**src/hw/dma_pkg.sv**
```systemverilog
`default_nettype none

package dma_pkg;

  // ------------------------------
  // bus widths
  // ------------------------------
  localparam int DATA_W     = 32;
  localparam int ADDR_W     = 32;
  // one chip-enable bit per register, register 0 on the top bit
  localparam int NUM_REGS   = 8;
  // one word per master command
  localparam int WORD_BYTES = 4;

  // register indices
  localparam int REG_SRC    = 0;
  localparam int REG_DST    = 1;
  localparam int REG_LEN    = 2;
  localparam int REG_GO     = 3;
  localparam int REG_STATUS = 4;
  localparam int REG_REMAIN = 5;

  // value that starts a transfer when written to REG_GO
  localparam logic [DATA_W-1:0] GO_KEY = 32'h0000_00cc;

  // status bit positions
  localparam int ST_BUSY       = 0;
  localparam int ST_DONE       = 1;
  localparam int ST_ERROR      = 2;
  localparam int ST_TIMEOUT    = 3;
  localparam int ST_FIFO_EMPTY = 4;
  localparam int ST_FIFO_FULL  = 5;

  // ------------------------------
  // state encodings
  // ------------------------------
  typedef enum logic [2:0] {
    SEQ_IDLE,
    SEQ_RD_ISSUE,
    SEQ_RD_WAIT,
    SEQ_WR_ISSUE,
    SEQ_WR_WAIT
  } seq_state_e;

  typedef enum logic [1:0] {
    CMD_IDLE,
    CMD_RUN,
    CMD_WAIT_FOR_DATA,
    CMD_DONE
  } cmd_state_e;

endpackage

`default_nettype wire

```
**src/hw/data_fifo.sv**
```systemverilog
`default_nettype none
`timescale 1ns/10ps

module data_fifo import dma_pkg::*;
#(
  parameter int DEPTH = 16,
  parameter int WIDTH = DATA_W
)
(
  input  logic             Bus2IP_Clk,
  input  logic             arst_n,
  input  logic             flush,
  input  logic             push_n,
  input  logic [WIDTH-1:0] din,
  input  logic             pop_n,
  output logic [WIDTH-1:0] dout,
  output logic             empty,
  output logic             full
);

  localparam int PTR_W = (DEPTH > 1) ? $clog2(DEPTH) : 1;
  localparam int CNT_W = $clog2(DEPTH + 1);

  logic [WIDTH-1:0] mem [DEPTH];
  logic [PTR_W-1:0] wr_ptr;
  logic [PTR_W-1:0] rd_ptr;
  logic [CNT_W-1:0] count;
  logic             push;
  logic             pop;

  // strobes are active low on the bus side
  assign push  = !push_n && !full;
  assign pop   = !pop_n && !empty;
  assign empty = (count == '0);
  assign full  = (count == CNT_W'(DEPTH));
  // head word always visible
  assign dout  = mem[rd_ptr];

  // wrap at DEPTH, not only at a power of two
  function automatic logic [PTR_W-1:0] ptr_inc(input logic [PTR_W-1:0] p);
    ptr_inc = (p == PTR_W'(DEPTH - 1)) ? '0 : p + 1'b1;
  endfunction

  always_ff @(posedge Bus2IP_Clk)
  begin
    if (push)
      mem[wr_ptr] <= din;
  end

  // ------------------------------
  // pointers and occupancy
  // ------------------------------
  always_ff @(posedge Bus2IP_Clk or negedge arst_n)
  begin
    if (!arst_n)
    begin
      wr_ptr <= '0;
      rd_ptr <= '0;
      count  <= '0;
    end
    else if (flush)
    begin
      wr_ptr <= '0;
      rd_ptr <= '0;
      count  <= '0;
    end
    else
    begin
      if (push)
        wr_ptr <= ptr_inc(wr_ptr);
      if (pop)
        rd_ptr <= ptr_inc(rd_ptr);
      if (push && !pop)
        count <= count + 1'b1;
      else if (pop && !push)
        count <= count - 1'b1;
    end
  end

  // the sequencer bounds outstanding reads to DEPTH
  a_no_overflow: assert property (@(posedge Bus2IP_Clk) disable iff (!arst_n)
    !push_n |-> !full);

  a_no_underflow: assert property (@(posedge Bus2IP_Clk) disable iff (!arst_n)
    !pop_n |-> !empty);

endmodule

`default_nettype wire

```
**src/hw/dma_regs.sv**
```systemverilog
`default_nettype none
`timescale 1ns/10ps

module dma_regs import dma_pkg::*;
(
  input  logic                Bus2IP_Clk,
  input  logic                arst_n,
  input  logic [DATA_W-1:0]   bus2ip_data,
  input  logic [NUM_REGS-1:0] bus2ip_wrce,
  input  logic [NUM_REGS-1:0] bus2ip_rdce,
  input  logic                busy,
  input  logic                done,
  input  logic                err,
  input  logic                tmo,
  input  logic [DATA_W-1:0]   remain,
  input  logic                fifo_empty,
  input  logic                fifo_full,
  output logic [DATA_W-1:0]   ip2bus_data,
  output logic                ip2bus_wrack,
  output logic                ip2bus_rdack,
  output logic                start,
  output logic [ADDR_W-1:0]   src_addr,
  output logic [ADDR_W-1:0]   dst_addr,
  output logic [DATA_W-1:0]   len_bytes
);

  logic [NUM_REGS-1:0] wr_sel;
  logic [NUM_REGS-1:0] rd_sel;
  logic                done_q;
  logic                err_q;
  logic                tmo_q;
  logic [DATA_W-1:0]   status;

  // bit-reverse the enables so that index i selects register i
  assign wr_sel = {<<{bus2ip_wrce}};
  assign rd_sel = {<<{bus2ip_rdce}};

  // acks in the same cycle as the strobe
  assign ip2bus_wrack = |bus2ip_wrce;
  assign ip2bus_rdack = |bus2ip_rdce;

  // ------------------------------
  // programmed registers and go
  // ------------------------------
  always_ff @(posedge Bus2IP_Clk or negedge arst_n)
  begin
    if (!arst_n)
    begin
      src_addr  <= '0;
      dst_addr  <= '0;
      len_bytes <= '0;
      start     <= 1'b0;
    end
    else
    begin
      if (wr_sel[REG_SRC])
        src_addr <= bus2ip_data;
      if (wr_sel[REG_DST])
        dst_addr <= bus2ip_data;
      if (wr_sel[REG_LEN])
        len_bytes <= bus2ip_data;
      // go key accepted only when idle, one pulse per write
      start <= wr_sel[REG_GO] && (bus2ip_data == GO_KEY) && !busy && !start;
    end
  end

  // sticky completion flags, cleared by the next go
  always_ff @(posedge Bus2IP_Clk or negedge arst_n)
  begin
    if (!arst_n)
    begin
      done_q <= 1'b0;
      err_q  <= 1'b0;
      tmo_q  <= 1'b0;
    end
    else if (start)
    begin
      done_q <= 1'b0;
      err_q  <= 1'b0;
      tmo_q  <= 1'b0;
    end
    else
    begin
      done_q <= done_q | done;
      err_q  <= err_q | err;
      tmo_q  <= tmo_q | tmo;
    end
  end

  always_comb
  begin
    status                = '0;
    status[ST_BUSY]       = busy;
    status[ST_DONE]       = done_q;
    status[ST_ERROR]      = err_q;
    status[ST_TIMEOUT]    = tmo_q;
    status[ST_FIFO_EMPTY] = fifo_empty;
    status[ST_FIFO_FULL]  = fifo_full;
  end

  // read mux, zero when no read strobe
  // go and the two spare indices read as zero
  always_comb
  begin
    ip2bus_data = '0;
    if (rd_sel[REG_SRC])
      ip2bus_data = src_addr;
    if (rd_sel[REG_DST])
      ip2bus_data = dst_addr;
    if (rd_sel[REG_LEN])
      ip2bus_data = len_bytes;
    if (rd_sel[REG_STATUS])
      ip2bus_data = status;
    if (rd_sel[REG_REMAIN])
      ip2bus_data = remain;
  end

endmodule

`default_nettype wire

```
**src/hw/dma_sequencer.sv**
```systemverilog
`default_nettype none
`timescale 1ns/10ps

module dma_sequencer import dma_pkg::*;
#(
  parameter int FIFO_DEPTH = 16
)
(
  input  logic              Bus2IP_Clk,
  input  logic              arst_n,
  input  logic              start,
  input  logic [ADDR_W-1:0] src_addr,
  input  logic [ADDR_W-1:0] dst_addr,
  input  logic [DATA_W-1:0] len_bytes,
  input  logic              cmd_done,
  input  logic              cmd_err,
  input  logic              cmd_tmo,
  input  logic              fifo_empty,
  output logic              cmd_start,
  output logic              cmd_write,
  output logic [ADDR_W-1:0] cmd_addr,
  output logic              busy,
  output logic              done,
  output logic              err,
  output logic              tmo,
  output logic [DATA_W-1:0] remain,
  output logic              fifo_flush,
  output logic              irq
);

  localparam int CNT_W = $clog2(FIFO_DEPTH + 1);

  seq_state_e        state;
  seq_state_e        state_nxt;
  logic [ADDR_W-1:0] src_q;
  logic [ADDR_W-1:0] dst_q;
  logic [DATA_W-1:0] remain_q;
  // words read into the FIFO and not yet written out
  logic [CNT_W-1:0]  pending;
  logic              load;
  logic              rd_ok;
  logic              wr_ok;
  logic              last_rd;
  logic              abort;
  logic              finish;

  assign load    = (state == SEQ_IDLE) && start;
  assign rd_ok   = (state == SEQ_RD_WAIT) && cmd_done && !cmd_err;
  assign wr_ok   = (state == SEQ_WR_WAIT) && cmd_done && !cmd_err;
  assign abort   = cmd_done && cmd_err && (state == SEQ_RD_WAIT || state == SEQ_WR_WAIT);
  // read phase stops when the FIFO would be full or the length is used up
  assign last_rd = (pending == CNT_W'(FIFO_DEPTH - 1)) || (remain_q <= DATA_W'(WORD_BYTES));
  // zero length finishes straight from idle
  assign finish  = (load && len_bytes == '0) || (wr_ok && fifo_empty && remain_q == '0);

  assign busy      = (state != SEQ_IDLE);
  assign cmd_write = (state == SEQ_WR_ISSUE) || (state == SEQ_WR_WAIT);
  assign cmd_addr  = cmd_write ? dst_q : src_q;
  assign remain    = remain_q;

  // ------------------------------
  // phase sequencing
  // ------------------------------
  always_comb
  begin
    state_nxt = state;
    case (state)
      SEQ_IDLE:
        if (load && len_bytes != '0)
          state_nxt = SEQ_RD_ISSUE;
      SEQ_RD_ISSUE:
        state_nxt = SEQ_RD_WAIT;
      SEQ_RD_WAIT:
        if (abort)
          state_nxt = SEQ_IDLE;
        else if (rd_ok)
          state_nxt = last_rd ? SEQ_WR_ISSUE : SEQ_RD_ISSUE;
      SEQ_WR_ISSUE:
        state_nxt = SEQ_WR_WAIT;
      SEQ_WR_WAIT:
        if (abort || finish)
          state_nxt = SEQ_IDLE;
        else if (wr_ok)
          state_nxt = fifo_empty ? SEQ_RD_ISSUE : SEQ_WR_ISSUE;
      default:
        state_nxt = SEQ_IDLE;
    endcase
  end

  always_ff @(posedge Bus2IP_Clk or negedge arst_n)
  begin
    if (!arst_n)
    begin
      state      <= SEQ_IDLE;
      cmd_start  <= 1'b0;
      done       <= 1'b0;
      irq        <= 1'b0;
      err        <= 1'b0;
      tmo        <= 1'b0;
      fifo_flush <= 1'b0;
      pending    <= '0;
      remain_q   <= '0;
    end
    else
    begin
      state      <= state_nxt;
      // one command per visit to an issue state
      cmd_start  <= (state_nxt == SEQ_RD_ISSUE) || (state_nxt == SEQ_WR_ISSUE);
      done       <= finish;
      irq        <= finish || abort;
      err        <= abort;
      tmo        <= abort && cmd_tmo;
      fifo_flush <= abort;
      if (load || (wr_ok && fifo_empty))
        pending <= '0;
      else if (rd_ok)
        pending <= pending + 1'b1;
      if (load)
        remain_q <= len_bytes;
      else if (rd_ok)
        remain_q <= last_rd && (remain_q <= DATA_W'(WORD_BYTES)) ? '0 :
                    remain_q - DATA_W'(WORD_BYTES);
    end
  end

  // working addresses
  always_ff @(posedge Bus2IP_Clk)
  begin
    if (load)
    begin
      src_q <= src_addr;
      dst_q <= dst_addr;
    end
    else
    begin
      if (rd_ok)
        src_q <= src_q + ADDR_W'(WORD_BYTES);
      if (wr_ok)
        dst_q <= dst_q + ADDR_W'(WORD_BYTES);
    end
  end

  // a new read only goes out while the FIFO still has room for it
  a_pending_bound: assert property (@(posedge Bus2IP_Clk) disable iff (!arst_n)
    (state == SEQ_RD_ISSUE) |-> (pending < CNT_W'(FIFO_DEPTH)));

endmodule

`default_nettype wire

```
**src/hw/mst_cmd_fsm.sv**
```systemverilog
`default_nettype none
`timescale 1ns/10ps

module mst_cmd_fsm import dma_pkg::*;
(
  input  logic              Bus2IP_Clk,
  input  logic              arst_n,
  input  logic              cmd_start,
  input  logic              cmd_write,
  input  logic [ADDR_W-1:0] cmd_addr,
  input  logic              bus2ip_mst_cmdack,
  input  logic              bus2ip_mst_cmplt,
  input  logic              bus2ip_mst_error,
  input  logic              bus2ip_mst_cmd_timeout,
  output logic              ip2bus_mstrd_req,
  output logic              ip2bus_mstwr_req,
  output logic [ADDR_W-1:0] ip2bus_mst_addr,
  output logic              cmd_busy,
  output logic              cmd_done,
  output logic              cmd_err,
  output logic              cmd_tmo
);

  cmd_state_e state;
  logic       cmplt_seen;

  // completion only counts while a command is out
  assign cmplt_seen = bus2ip_mst_cmplt && (state == CMD_RUN || state == CMD_WAIT_FOR_DATA);

  // ------------------------------
  // command state machine
  // ------------------------------
  always_ff @(posedge Bus2IP_Clk or negedge arst_n)
  begin
    if (!arst_n)
    begin
      state            <= CMD_IDLE;
      ip2bus_mstrd_req <= 1'b0;
      ip2bus_mstwr_req <= 1'b0;
      ip2bus_mst_addr  <= '0;
      cmd_busy         <= 1'b0;
      cmd_done         <= 1'b0;
    end
    else
    begin
      // request drops unless RUN keeps it up
      ip2bus_mstrd_req <= 1'b0;
      ip2bus_mstwr_req <= 1'b0;
      ip2bus_mst_addr  <= '0;
      cmd_done         <= 1'b0;
      cmd_busy         <= 1'b1;
      case (state)
        CMD_IDLE:
          if (cmd_start)
            state <= CMD_RUN;
          else
            cmd_busy <= 1'b0;
        CMD_RUN:
          if (bus2ip_mst_cmplt)
            state <= CMD_DONE;
          else if (bus2ip_mst_cmdack)
            state <= CMD_WAIT_FOR_DATA;
          else
          begin
            ip2bus_mstrd_req <= !cmd_write;
            ip2bus_mstwr_req <= cmd_write;
            ip2bus_mst_addr  <= cmd_addr;
          end
        CMD_WAIT_FOR_DATA:
          if (bus2ip_mst_cmplt)
            state <= CMD_DONE;
        CMD_DONE:
        begin
          // done pulses as the machine lands back in idle
          state    <= CMD_IDLE;
          cmd_done <= 1'b1;
          cmd_busy <= 1'b0;
        end
        default:
        begin
          state    <= CMD_IDLE;
          cmd_busy <= 1'b0;
        end
      endcase
    end
  end

  // response classification, held until the next command
  // timeout implies error
  always_ff @(posedge Bus2IP_Clk or negedge arst_n)
  begin
    if (!arst_n)
    begin
      cmd_err <= 1'b0;
      cmd_tmo <= 1'b0;
    end
    else if (cmd_start)
    begin
      cmd_err <= 1'b0;
      cmd_tmo <= 1'b0;
    end
    else if (cmplt_seen)
    begin
      cmd_err <= bus2ip_mst_cmd_timeout || bus2ip_mst_error;
      cmd_tmo <= bus2ip_mst_cmd_timeout;
    end
  end

  // direction and address stay put while a command is out on the bus
  a_cmd_held: assert property (@(posedge Bus2IP_Clk) disable iff (!arst_n)
    (state == CMD_RUN || state == CMD_WAIT_FOR_DATA) |->
      $stable(cmd_addr) && $stable(cmd_write));

  // the sequencer may only start a command into an idle machine
  a_start_when_idle: assert property (@(posedge Bus2IP_Clk) disable iff (!arst_n)
    cmd_start |-> (state == CMD_IDLE) && !cmd_busy);

endmodule

`default_nettype wire

```
**src/hw/simple_dma.sv**
```systemverilog
`default_nettype none
`timescale 1ns/10ps

module simple_dma import dma_pkg::*;
#(
  parameter int FIFO_DEPTH = 16
)
(
  input  logic                Bus2IP_Clk,
  input  logic                arst_n,
  // register bus
  input  logic [DATA_W-1:0]   bus2ip_data,
  input  logic [NUM_REGS-1:0] bus2ip_wrce,
  input  logic [NUM_REGS-1:0] bus2ip_rdce,
  output logic [DATA_W-1:0]   ip2bus_data,
  output logic                ip2bus_wrack,
  output logic                ip2bus_rdack,
  // master command bus
  output logic                ip2bus_mstrd_req,
  output logic                ip2bus_mstwr_req,
  output logic [ADDR_W-1:0]   ip2bus_mst_addr,
  input  logic                bus2ip_mst_cmdack,
  input  logic                bus2ip_mst_cmplt,
  input  logic                bus2ip_mst_error,
  input  logic                bus2ip_mst_cmd_timeout,
  // master data
  input  logic [DATA_W-1:0]   bus2ip_mstrd_d,
  input  logic                bus2ip_mstrd_src_rdy_n,
  input  logic                bus2ip_mstwr_dst_rdy_n,
  output logic [DATA_W-1:0]   ip2bus_mstwr_d,
  output logic                irq
);

  logic              start;
  logic [ADDR_W-1:0] src_addr;
  logic [ADDR_W-1:0] dst_addr;
  logic [DATA_W-1:0] len_bytes;
  logic              busy;
  logic              done;
  logic              err;
  logic              tmo;
  logic [DATA_W-1:0] remain;
  logic              fifo_empty;
  logic              fifo_full;
  logic              fifo_flush;
  logic              cmd_start;
  logic              cmd_write;
  logic [ADDR_W-1:0] cmd_addr;
  logic              cmd_done;
  logic              cmd_err;
  logic              cmd_tmo;

  // ------------------------------
  // input side
  // ------------------------------
  dma_regs u_regs (
    .Bus2IP_Clk   (Bus2IP_Clk),
    .arst_n       (arst_n),
    .bus2ip_data  (bus2ip_data),
    .bus2ip_wrce  (bus2ip_wrce),
    .bus2ip_rdce  (bus2ip_rdce),
    .busy         (busy),
    .done         (done),
    .err          (err),
    .tmo          (tmo),
    .remain       (remain),
    .fifo_empty   (fifo_empty),
    .fifo_full    (fifo_full),
    .ip2bus_data  (ip2bus_data),
    .ip2bus_wrack (ip2bus_wrack),
    .ip2bus_rdack (ip2bus_rdack),
    .start        (start),
    .src_addr     (src_addr),
    .dst_addr     (dst_addr),
    .len_bytes    (len_bytes)
  );

  // ------------------------------
  // processing
  // ------------------------------
  dma_sequencer #(
    .FIFO_DEPTH (FIFO_DEPTH)
  ) u_seq (
    .Bus2IP_Clk (Bus2IP_Clk),
    .arst_n     (arst_n),
    .start      (start),
    .src_addr   (src_addr),
    .dst_addr   (dst_addr),
    .len_bytes  (len_bytes),
    .cmd_done   (cmd_done),
    .cmd_err    (cmd_err),
    .cmd_tmo    (cmd_tmo),
    .fifo_empty (fifo_empty),
    .cmd_start  (cmd_start),
    .cmd_write  (cmd_write),
    .cmd_addr   (cmd_addr),
    .busy       (busy),
    .done       (done),
    .err        (err),
    .tmo        (tmo),
    .remain     (remain),
    .fifo_flush (fifo_flush),
    .irq        (irq)
  );

  // busy flag of the command machine only feeds its own check
  mst_cmd_fsm u_cmd (
    .Bus2IP_Clk             (Bus2IP_Clk),
    .arst_n                 (arst_n),
    .cmd_start              (cmd_start),
    .cmd_write              (cmd_write),
    .cmd_addr               (cmd_addr),
    .bus2ip_mst_cmdack      (bus2ip_mst_cmdack),
    .bus2ip_mst_cmplt       (bus2ip_mst_cmplt),
    .bus2ip_mst_error       (bus2ip_mst_error),
    .bus2ip_mst_cmd_timeout (bus2ip_mst_cmd_timeout),
    .ip2bus_mstrd_req       (ip2bus_mstrd_req),
    .ip2bus_mstwr_req       (ip2bus_mstwr_req),
    .ip2bus_mst_addr        (ip2bus_mst_addr),
    .cmd_busy               (),
    .cmd_done               (cmd_done),
    .cmd_err                (cmd_err),
    .cmd_tmo                (cmd_tmo)
  );

  // ------------------------------
  // output side
  // ------------------------------
  data_fifo #(
    .DEPTH (FIFO_DEPTH),
    .WIDTH (DATA_W)
  ) u_fifo (
    .Bus2IP_Clk (Bus2IP_Clk),
    .arst_n     (arst_n),
    .flush      (fifo_flush),
    .push_n     (bus2ip_mstrd_src_rdy_n),
    .din        (bus2ip_mstrd_d),
    .pop_n      (bus2ip_mstwr_dst_rdy_n),
    .dout       (ip2bus_mstwr_d),
    .empty      (fifo_empty),
    .full       (fifo_full)
  );

endmodule

`default_nettype wire

```
**config.mk**
```make
export PLATFORM = sky130hd
export DESIGN_NAME = simple_dma
export DESIGN_NICKNAME = d
export VERILOG_FILES = /design/src/hw/dma_pkg.sv /design/src/hw/data_fifo.sv /design/src/hw/dma_regs.sv /design/src/hw/dma_sequencer.sv /design/src/hw/mst_cmd_fsm.sv /design/src/hw/simple_dma.sv
export SDC_FILE = /design/constraint.sdc
export NUM_CORES = 1
export LEC_CHECK = 0
export BUFFER_PORTS_ARGS = -buffer_cell sky130_fd_sc_hd__buf_2
export CELL_PAD_IN_SITES_DETAIL_PLACEMENT = 1
export CELL_PAD_IN_SITES_GLOBAL_PLACEMENT = 1
export CORE_ASPECT_RATIO = 1.25
export CORE_MARGIN = 2
export CORE_UTILIZATION = 38
export CTS_BUF_LIST = sky130_fd_sc_hd__clkbuf_8
export DETAILED_ROUTE_END_ITERATION = 6
export GPL_ROUTABILITY_DRIVEN = 0
export GPL_TIMING_DRIVEN = 0
export PLACE_DENSITY = 0.67
export SKIP_CTS_REPAIR_TIMING = 1
export SLEW_MARGIN = 15
export SYNTH_ARGS = -nofsm -noshare
export SYNTH_HDL_FRONTEND = slang
export SYNTH_SLANG_ARGS = --single-unit
```
**constraint.sdc**
```tcl
create_clock -name Bus2IP_Clk -period 4 [get_ports Bus2IP_Clk]
set_input_delay 0.2 -clock Bus2IP_Clk [delete_from_list [all_inputs] [get_ports Bus2IP_Clk]]
set_output_delay 0.2 -clock Bus2IP_Clk [all_outputs]
set_load 0.01 [all_outputs]
```
## Yosys cells after proc, flatten, opt, wreduce, memory -nomap -nowiden

Memories as Yosys holds them, arrays and structs flattened.
Cells that the tools add are included.

- Reductions and logical operators: 57
- Order comparisons: 1
- Multiply operators: 0
- Mux-type cells: 56
- Equal/unequal tests: 17
- Bitwise logic cells: 3
- Shift-type cells: 0
- Div/mod/pow operators: 0
- Add/subtract/negate cells: 8

Operators with widths:

| cell | count |
|---|---|
| 2-to-1 mux 32 bit | 16 |
| adder 32 x 3 -> 32 bit, second input constant | 2 |
| logical NOT 32 bit | 2 |
| equality test 32 x 8 -> 1 bit, second input constant | 1 |
| less-or-equal comparator 32 x 3 -> 1 bit, second input constant | 1 |
| nonzero test 32 bit | 1 |
| subtractor 32 x 3 -> 32 bit, second input constant | 1 |
| 2-to-1 mux 5 bit | 5 |
| 2-to-1 mux 4 bit | 6 |
| logical AND 1 bit | 21 |
| 2-to-1 mux 1 bit | 16 |
| OR reduction 8 bit | 2 |
| 2-to-1 mux 3 bit | 5 |
| one-hot mux 3 bit (5 select lines) | 1 |
| 2-to-1 mux 2 bit | 6 |
| nonzero test 2 bit | 6 |
| adder 5 x 1 -> 5 bit, second input constant | 2 |
| logical NOT 1 bit | 10 |
| equality test 3 x 2 -> 1 bit, second input constant | 3 |
| logical OR 1 bit | 9 |
| adder 4 x 1 -> 4 bit, second input constant | 2 |
| equality test 4 bit, second input constant | 2 |
| one-hot mux 2 bit (4 select lines) | 1 |
| equality test 3 x 1 -> 1 bit, second input constant | 2 |
| 14 further kinds | 19 |

- Memory bits (writable): 512
- Memories kept: 1
- Bits in read-only memories: 0
- Output and inout bits: 101
- Bits in latches: 0
- Register bits after elaboration: 261

Memories:

| memory | depth | bits a word | read ports | clocked after memory_dff | wr ports | RTL line | RTL |
|---|---|---|---|---|---|---|---|
| u_fifo.mem | 16 | 32 | 1 | 0 | 1 | data_fifo.sv:24 | `logic [WIDTH-1:0] mem [DEPTH];` |

## Longest topological paths before layout

- Depth after elaboration: 11
- Gate-level depth with buffers: 11
- Gate-level depth less buffers: 11

## Hierarchy

Synthesis repeated with hierarchy kept, for this count alone.

- Cells, all modules: 2,137
- Area, all modules: 33,246.9 µm²

By module, submodules not included:

| module | times used | seq. area each (µm²) | cells an instance | area each (µm²) |
|---|---|---|---|---|
| data_fifo | 1 | 15,700.1 | 910 | 20,174.3 |
| dma_sequencer | 1 | 3,047.9 | 709 | 6,851.6 |
| dma_regs | 1 | 2,502.4 | 412 | 4,772.1 |
| mst_cmd_fsm | 1 | 1,001.0 | 106 | 1,448.9 |

## Worst setup path after synthesis

Ideal clock, no wire load.

- Kind: reg-to-reg
- Start: register u_fifo.count[0]
- End: memory u_fifo.mem[7][0] in the netlist's numbering (enable)
- Path slack: 0.080 ns
- Library setup time: 0.468 ns
- Stages on the path, launching flop included: 5
- Period minus slack after synthesis: 3.920 ns
- Data arrival time: 3.452 ns
- Data required time: 3.532 ns
- Buffers on the path: 0
- Path through: dfrtp_1 > nor4_1 > a21oi_1 > nand2_1 > nor3b_1

- Cells in the longest elaborated chain, start to end: 5

Ends and longest elaborated chain:

| what | RTL line | RTL |
|---|---|---|
| start: declaration | data_fifo.sv:27 | `logic [CNT_W-1:0] count;` |
| start signal: assignment | data_fifo.sv:74 | `count <= count + 1'b1;` |
| start signal: assignment | data_fifo.sv:76 | `count <= count - 1'b1;` |
| equality test 5 bit | data_fifo.sv:35 | `assign full = (count == CNT_W'(DEPTH));` |
| logical NOT 1 bit | data_fifo.sv:32 | `assign push = !push_n && !full;` |
| logical AND 1 bit | data_fifo.sv:32 |  |
| 2-to-1 mux 1 bit | data_fifo.sv:46 | `if (push)` |
| 2-to-1 mux 1 bit (not written as such) | data_fifo.sv:47 | `mem[wr_ptr] <= din;` |
| end: declaration | data_fifo.sv:24 |  |

No other way between the ends.

## Worst setup path after layout

- Start: register u_fifo.rd_ptr[1]
- End: output ip2bus_mstwr_d[3]

- Cells in the longest elaborated chain, start to end: 1

Ends and longest elaborated chain:

| what | RTL line | RTL |
|---|---|---|
| start: declaration | data_fifo.sv:26 | `logic [PTR_W-1:0] rd_ptr;` |
| start signal: assignment | data_fifo.sv:72 | `rd_ptr <= ptr_inc(rd_ptr);` |
| memory read (16 x 32 bit) | -- |  |
| end: declaration | simple_dma.sv:30 | `output logic [DATA_W-1:0] ip2bus_mstwr_d,` |

No other way between the ends.

==> impl_metrics.py <==
metrics = {
    "status": {
        "status": "complete, no violations",
    },
    "pwr": {
        "seqPwrFrac_pct": 41.9,
        "power_frac_clock_pct": 31.0,
        "p_switching_mw": 7.73,
        "power_frac_comb_pct": 27.1,
        "power_density_nw_per_um2": 590,
        "leakagePower_nw": 14.4,
        "ir_worst_vdd_mv": 0.515,
        "p_int_mw": 15.4,
        "swShare_pct": 33.5,
    },
    "final_layout": {
        "fillers": 8842,
        "multi_input_area_um2": 10100,
        "fin_util_pct": 45.6,
        "seqCellArea_um2": 22200,
        "layout.nets": 2806,
        "drive_gt1_share_pct": 22.8,
        "area_growth_pct": 18.8,
        "fin_cells": 3968,
    },
    "floorplan": {
        "die_h_um": 333,
        "ios": 189,
        "rows": 120,
        "die-area_um2": 89000,
        "core_um2": 85700,
        "die_w_um": 267,
        "initial_core_util_pct": 38.4,
    },
    "setup_path": {
        "cp-start-kind": "flop",
        "critPathMaxStageDelay_ps": 740,
        "reg2regPathDepth": 6,
        "timing.rr.end": "u_seq.remain[21]",
        "arrival_ps": 3700,
        "cp_slowest_cell": "clkbuf_1",
        "timing.rr.start": "u_seq.remain[24]",
        "cp_num_buf_inv": 3,
        "crit_path_cell_trace": "clkbuf_1, clkbuf_1, mux4_2, a22oi_1, nand2_1, buf_2",
        "crit_required_ps": 3800,
        "crit_top_cell": "clkbuf_1",
        "path_delay_family": "buffers and inverters",
        "endpoint_kind": "primary output",
        "r2r_slack_ps": 700,
        "critical_path_class": "reg -> out",
        "cp_max_fo": 10,
    },
    "yosys": {
        "ys_top_cells_by_count": "576 x edfxtp_1, 226 x nand2_1, 197 x dfrtp_1",
        "synthCells": 2282,
        "synth_top_cell_by_area": "edfxtp_1",
        "synthFlopType": "edfxtp_1",
        "postSynthRegisterBits": 773,
        "synthesis.area_um2": 32900,
        "yosysWarnings": 0,
        "avgSynthCellArea_um2": 14.4,
        "async_flop_share_pct": 25.5,
        "yosysMostFrequentCell": "edfxtp_1",
        "synth-edff-count": 576,
        "seq_area_frac_synth_pct": 67.5,
        "synthTopCellsByArea": "edfxtp_1 53%, dfrtp_1 15%, mux4_2 4.4%",
        "synth_nets": 2391,
        "ys_types": 70,
        "synthDominantCellAreaShare_pct": 52.5,
    },
    "global_route": {
        "grt_usage_pct": 23.1,
        "grtUsageMet1_pct": 26.1,
        "antenna_found_initial": 5,
        "grt_pass1_wl_um": 150000,
        "grt_util_met2_pct": 40.9,
        "grt_max_degree": 102,
        "busiest_layer": "met2",
        "grt_pass1_vias": 23241,
        "overflow": 0,
        "grt.met3_usage_pct": 4.61,
    },
    "placement": {
        "numPortBuffers": 182,
        "dp_cells": 3643,
        "place_hpwl_um": 69700,
    },
    "sta": {
        "finClkSkew_ps": 37.5,
        "worstMarginPinSlew_ps": 1130,
        "rsz0062_at_grt": "true",
        "finalSetupTns_ps": 0,
        "maxSlewViolCount": 0,
        "timing.final.hold_violations": 0,
        "fmax_ghz": 0.256,
        "relSlewSlack_pct": 24.8,
        "finalCriticalPeriod_ps": 3900,
        "period_share_pct": 97.6,
        "setup_violations": 0,
    },
    "clock_network": {
        "cts_buffers": 132,
        "cts_max_path_buffers": 3,
        "numClockSinks": 773,
        "clkTransAtPathRegs_ps": 70,
        "clockRootBuffer": "clkbuf_8",
        "insertion_delay_ps": 830,
        "htreeDepth": 4,
        "cts_tree": "built",
    },
    "routing": {
        "viasPerCell": 5.52,
        "drtAntennaViolNets": 0,
        "drc_errors": 0,
        "dr.pass1.iters": 5,
        "finalWirelength_um": 104000,
        "wire_per_inst_um": 26.2,
        "initialDrtViolationCount": 1627,
        "vias": 21891,
    },
    "flow_run": {
        "maxCapViolations": 0,
    },
    "hold_path": {
        "min_path_type": "in -> async",
    },
}
-- state kept, by name, summed over array words and instances (netlist names), 2 cells and up --
name / flops
u_regs.len_bytes: 32
u_cmd.ip2bus_mst_addr: 32
u_regs.src_addr: 32
u_seq.state: 3
u_fifo.rd_ptr: 4
u_seq.pending: 5
u_fifo.wr_ptr: 4
u_seq.dst_q: 32
u_cmd.state: 2
u_seq.src_q: 32
u_fifo.mem: 512
u_fifo.count: 5
u_regs.dst_addr: 32
u_seq.remain: 32
-- area by class of cell --
cell class | instances | area share (%)
sequential | 773 | 56.8
multi-input combinational | 1349 | 25.9
timing repair buffer | 281 | 5.15
clock buffer | 140 | 4.93
tap | 1159 | 3.71
clock inverter | 99 | 1.72
buffer | 129 | 1.43
inverter | 31 | 0.301
antenna | 7 | 0.0448
-- metrics by stage --
stage	total power [mW]	instance area, um^2	hold slack, ps	setup WS [ps]
6_report	23.1	39100	9.10	96.3
5_1_grt	24.1	39100	71.1	-20.9
4_1_cts	23.2	38300	-581	-603
3_5_place_dp	16.0	35700	306	446
3_3_place_gp	15.7	35300	444	-3150
2_1_floorplan	13.4	32900	-95.6	80.1
-- power groups by stage --
stage	Combinational [mW]	Clock [mW]	Sequential, mW
6_report	6.25	7.16	9.68
5_1_grt	6.71	7.64	9.73
4_1_cts	6.22	7.31	9.68
3_5_place_dp	6.18	0	9.83
3_3_place_gp	5.89	0	9.83
2_1_floorplan	3.62	0	9.74
-- how the worst max path moves through the flow --
stage,cells after the start,end,from
after floorplan,4,u_fifo.mem[7][0],u_fifo.count[0]
after global placement,4,u_fifo.mem[3][13],u_fifo.count[0]
after detailed placement,8,ip2bus_mstwr_d[29],u_fifo.rd_ptr[0]
after CTS,8,ip2bus_mstwr_d[1],u_fifo.rd_ptr[0]
after global routing,6,ip2bus_mstwr_d[29],u_fifo.rd_ptr[1]
final,6,ip2bus_mstwr_d[3],u_fifo.rd_ptr[1]
-- worst reg2reg max path: stages, from the launching register on --
cell	delay, ps
dfrtp_1	470
or4_4	620
or4b_4	560
nor4b_4	530
nor2_2	160
nor2_1	590
o21ai_0	220
-- routing by layer --
layer  wire [um]  share of wire, %
met5          13             0.013
met3        4790               4.6
met4        5160               5.0
met1       39800                38
met2       54100                52
-- cells by family (layout without fill, tap and decap cells) --
| family | Yosys count | after routing | share of synthesized area (%) |
|---|---|---|---|
| AOI/OAI and AO/OA | 443 | 443 | 8.50 |
| adders and majority gates | 21 | 21 | 0.821 |
| DFF | 773 | 773 | 67.5 |
| buffers and inverters | 160 | 680 | 1.93 |
| muxes | 293 | 293 | 11.8 |
| other | 0 | 7 | 0 |
| and+or+nand+nor | 511 | 511 | 7.28 |
| xor gates and xnor gates | 81 | 81 | 2.15 |
-- placed cells by master, fill, tap and decap left out, drive strengths merged, types with 6 or more instances in the layout --
| master | Yosys | routed |
|---|---|---|
| and3 | 18 | 18 |
| mux2 | 126 | 126 |
| a21oi | 95 | 95 |
| diode | 0 | 7 |
| clkbuf | 110 | 255 |
| nand3b | 10 | 10 |
| xnor2 | 50 | 50 |
| nand3 | 34 | 34 |
| a221oi | 33 | 33 |
| nor2 | 98 | 98 |
| or4 | 9 | 9 |
| and2 | 8 | 8 |
| nand4 | 14 | 14 |
| nor4 | 37 | 37 |
| xor2 | 31 | 31 |
| buf | 18 | 215 |
| a221o | 6 | 6 |
| a22o | 61 | 61 |
| nand2 | 226 | 226 |
| nor3 | 27 | 27 |
| mux2i | 103 | 103 |
| a22oi | 47 | 47 |
| edfxtp | 576 | 576 |
| mux4 | 64 | 64 |
| bufinv | 0 | 6 |
| ha | 20 | 20 |
| o21ai | 175 | 175 |
| dlygate4sd3 | 0 | 79 |
| clkinv | 1 | 44 |
| inv | 30 | 77 |
| dfrtp | 197 | 197 |
Power figures use the tool's default switching activity.
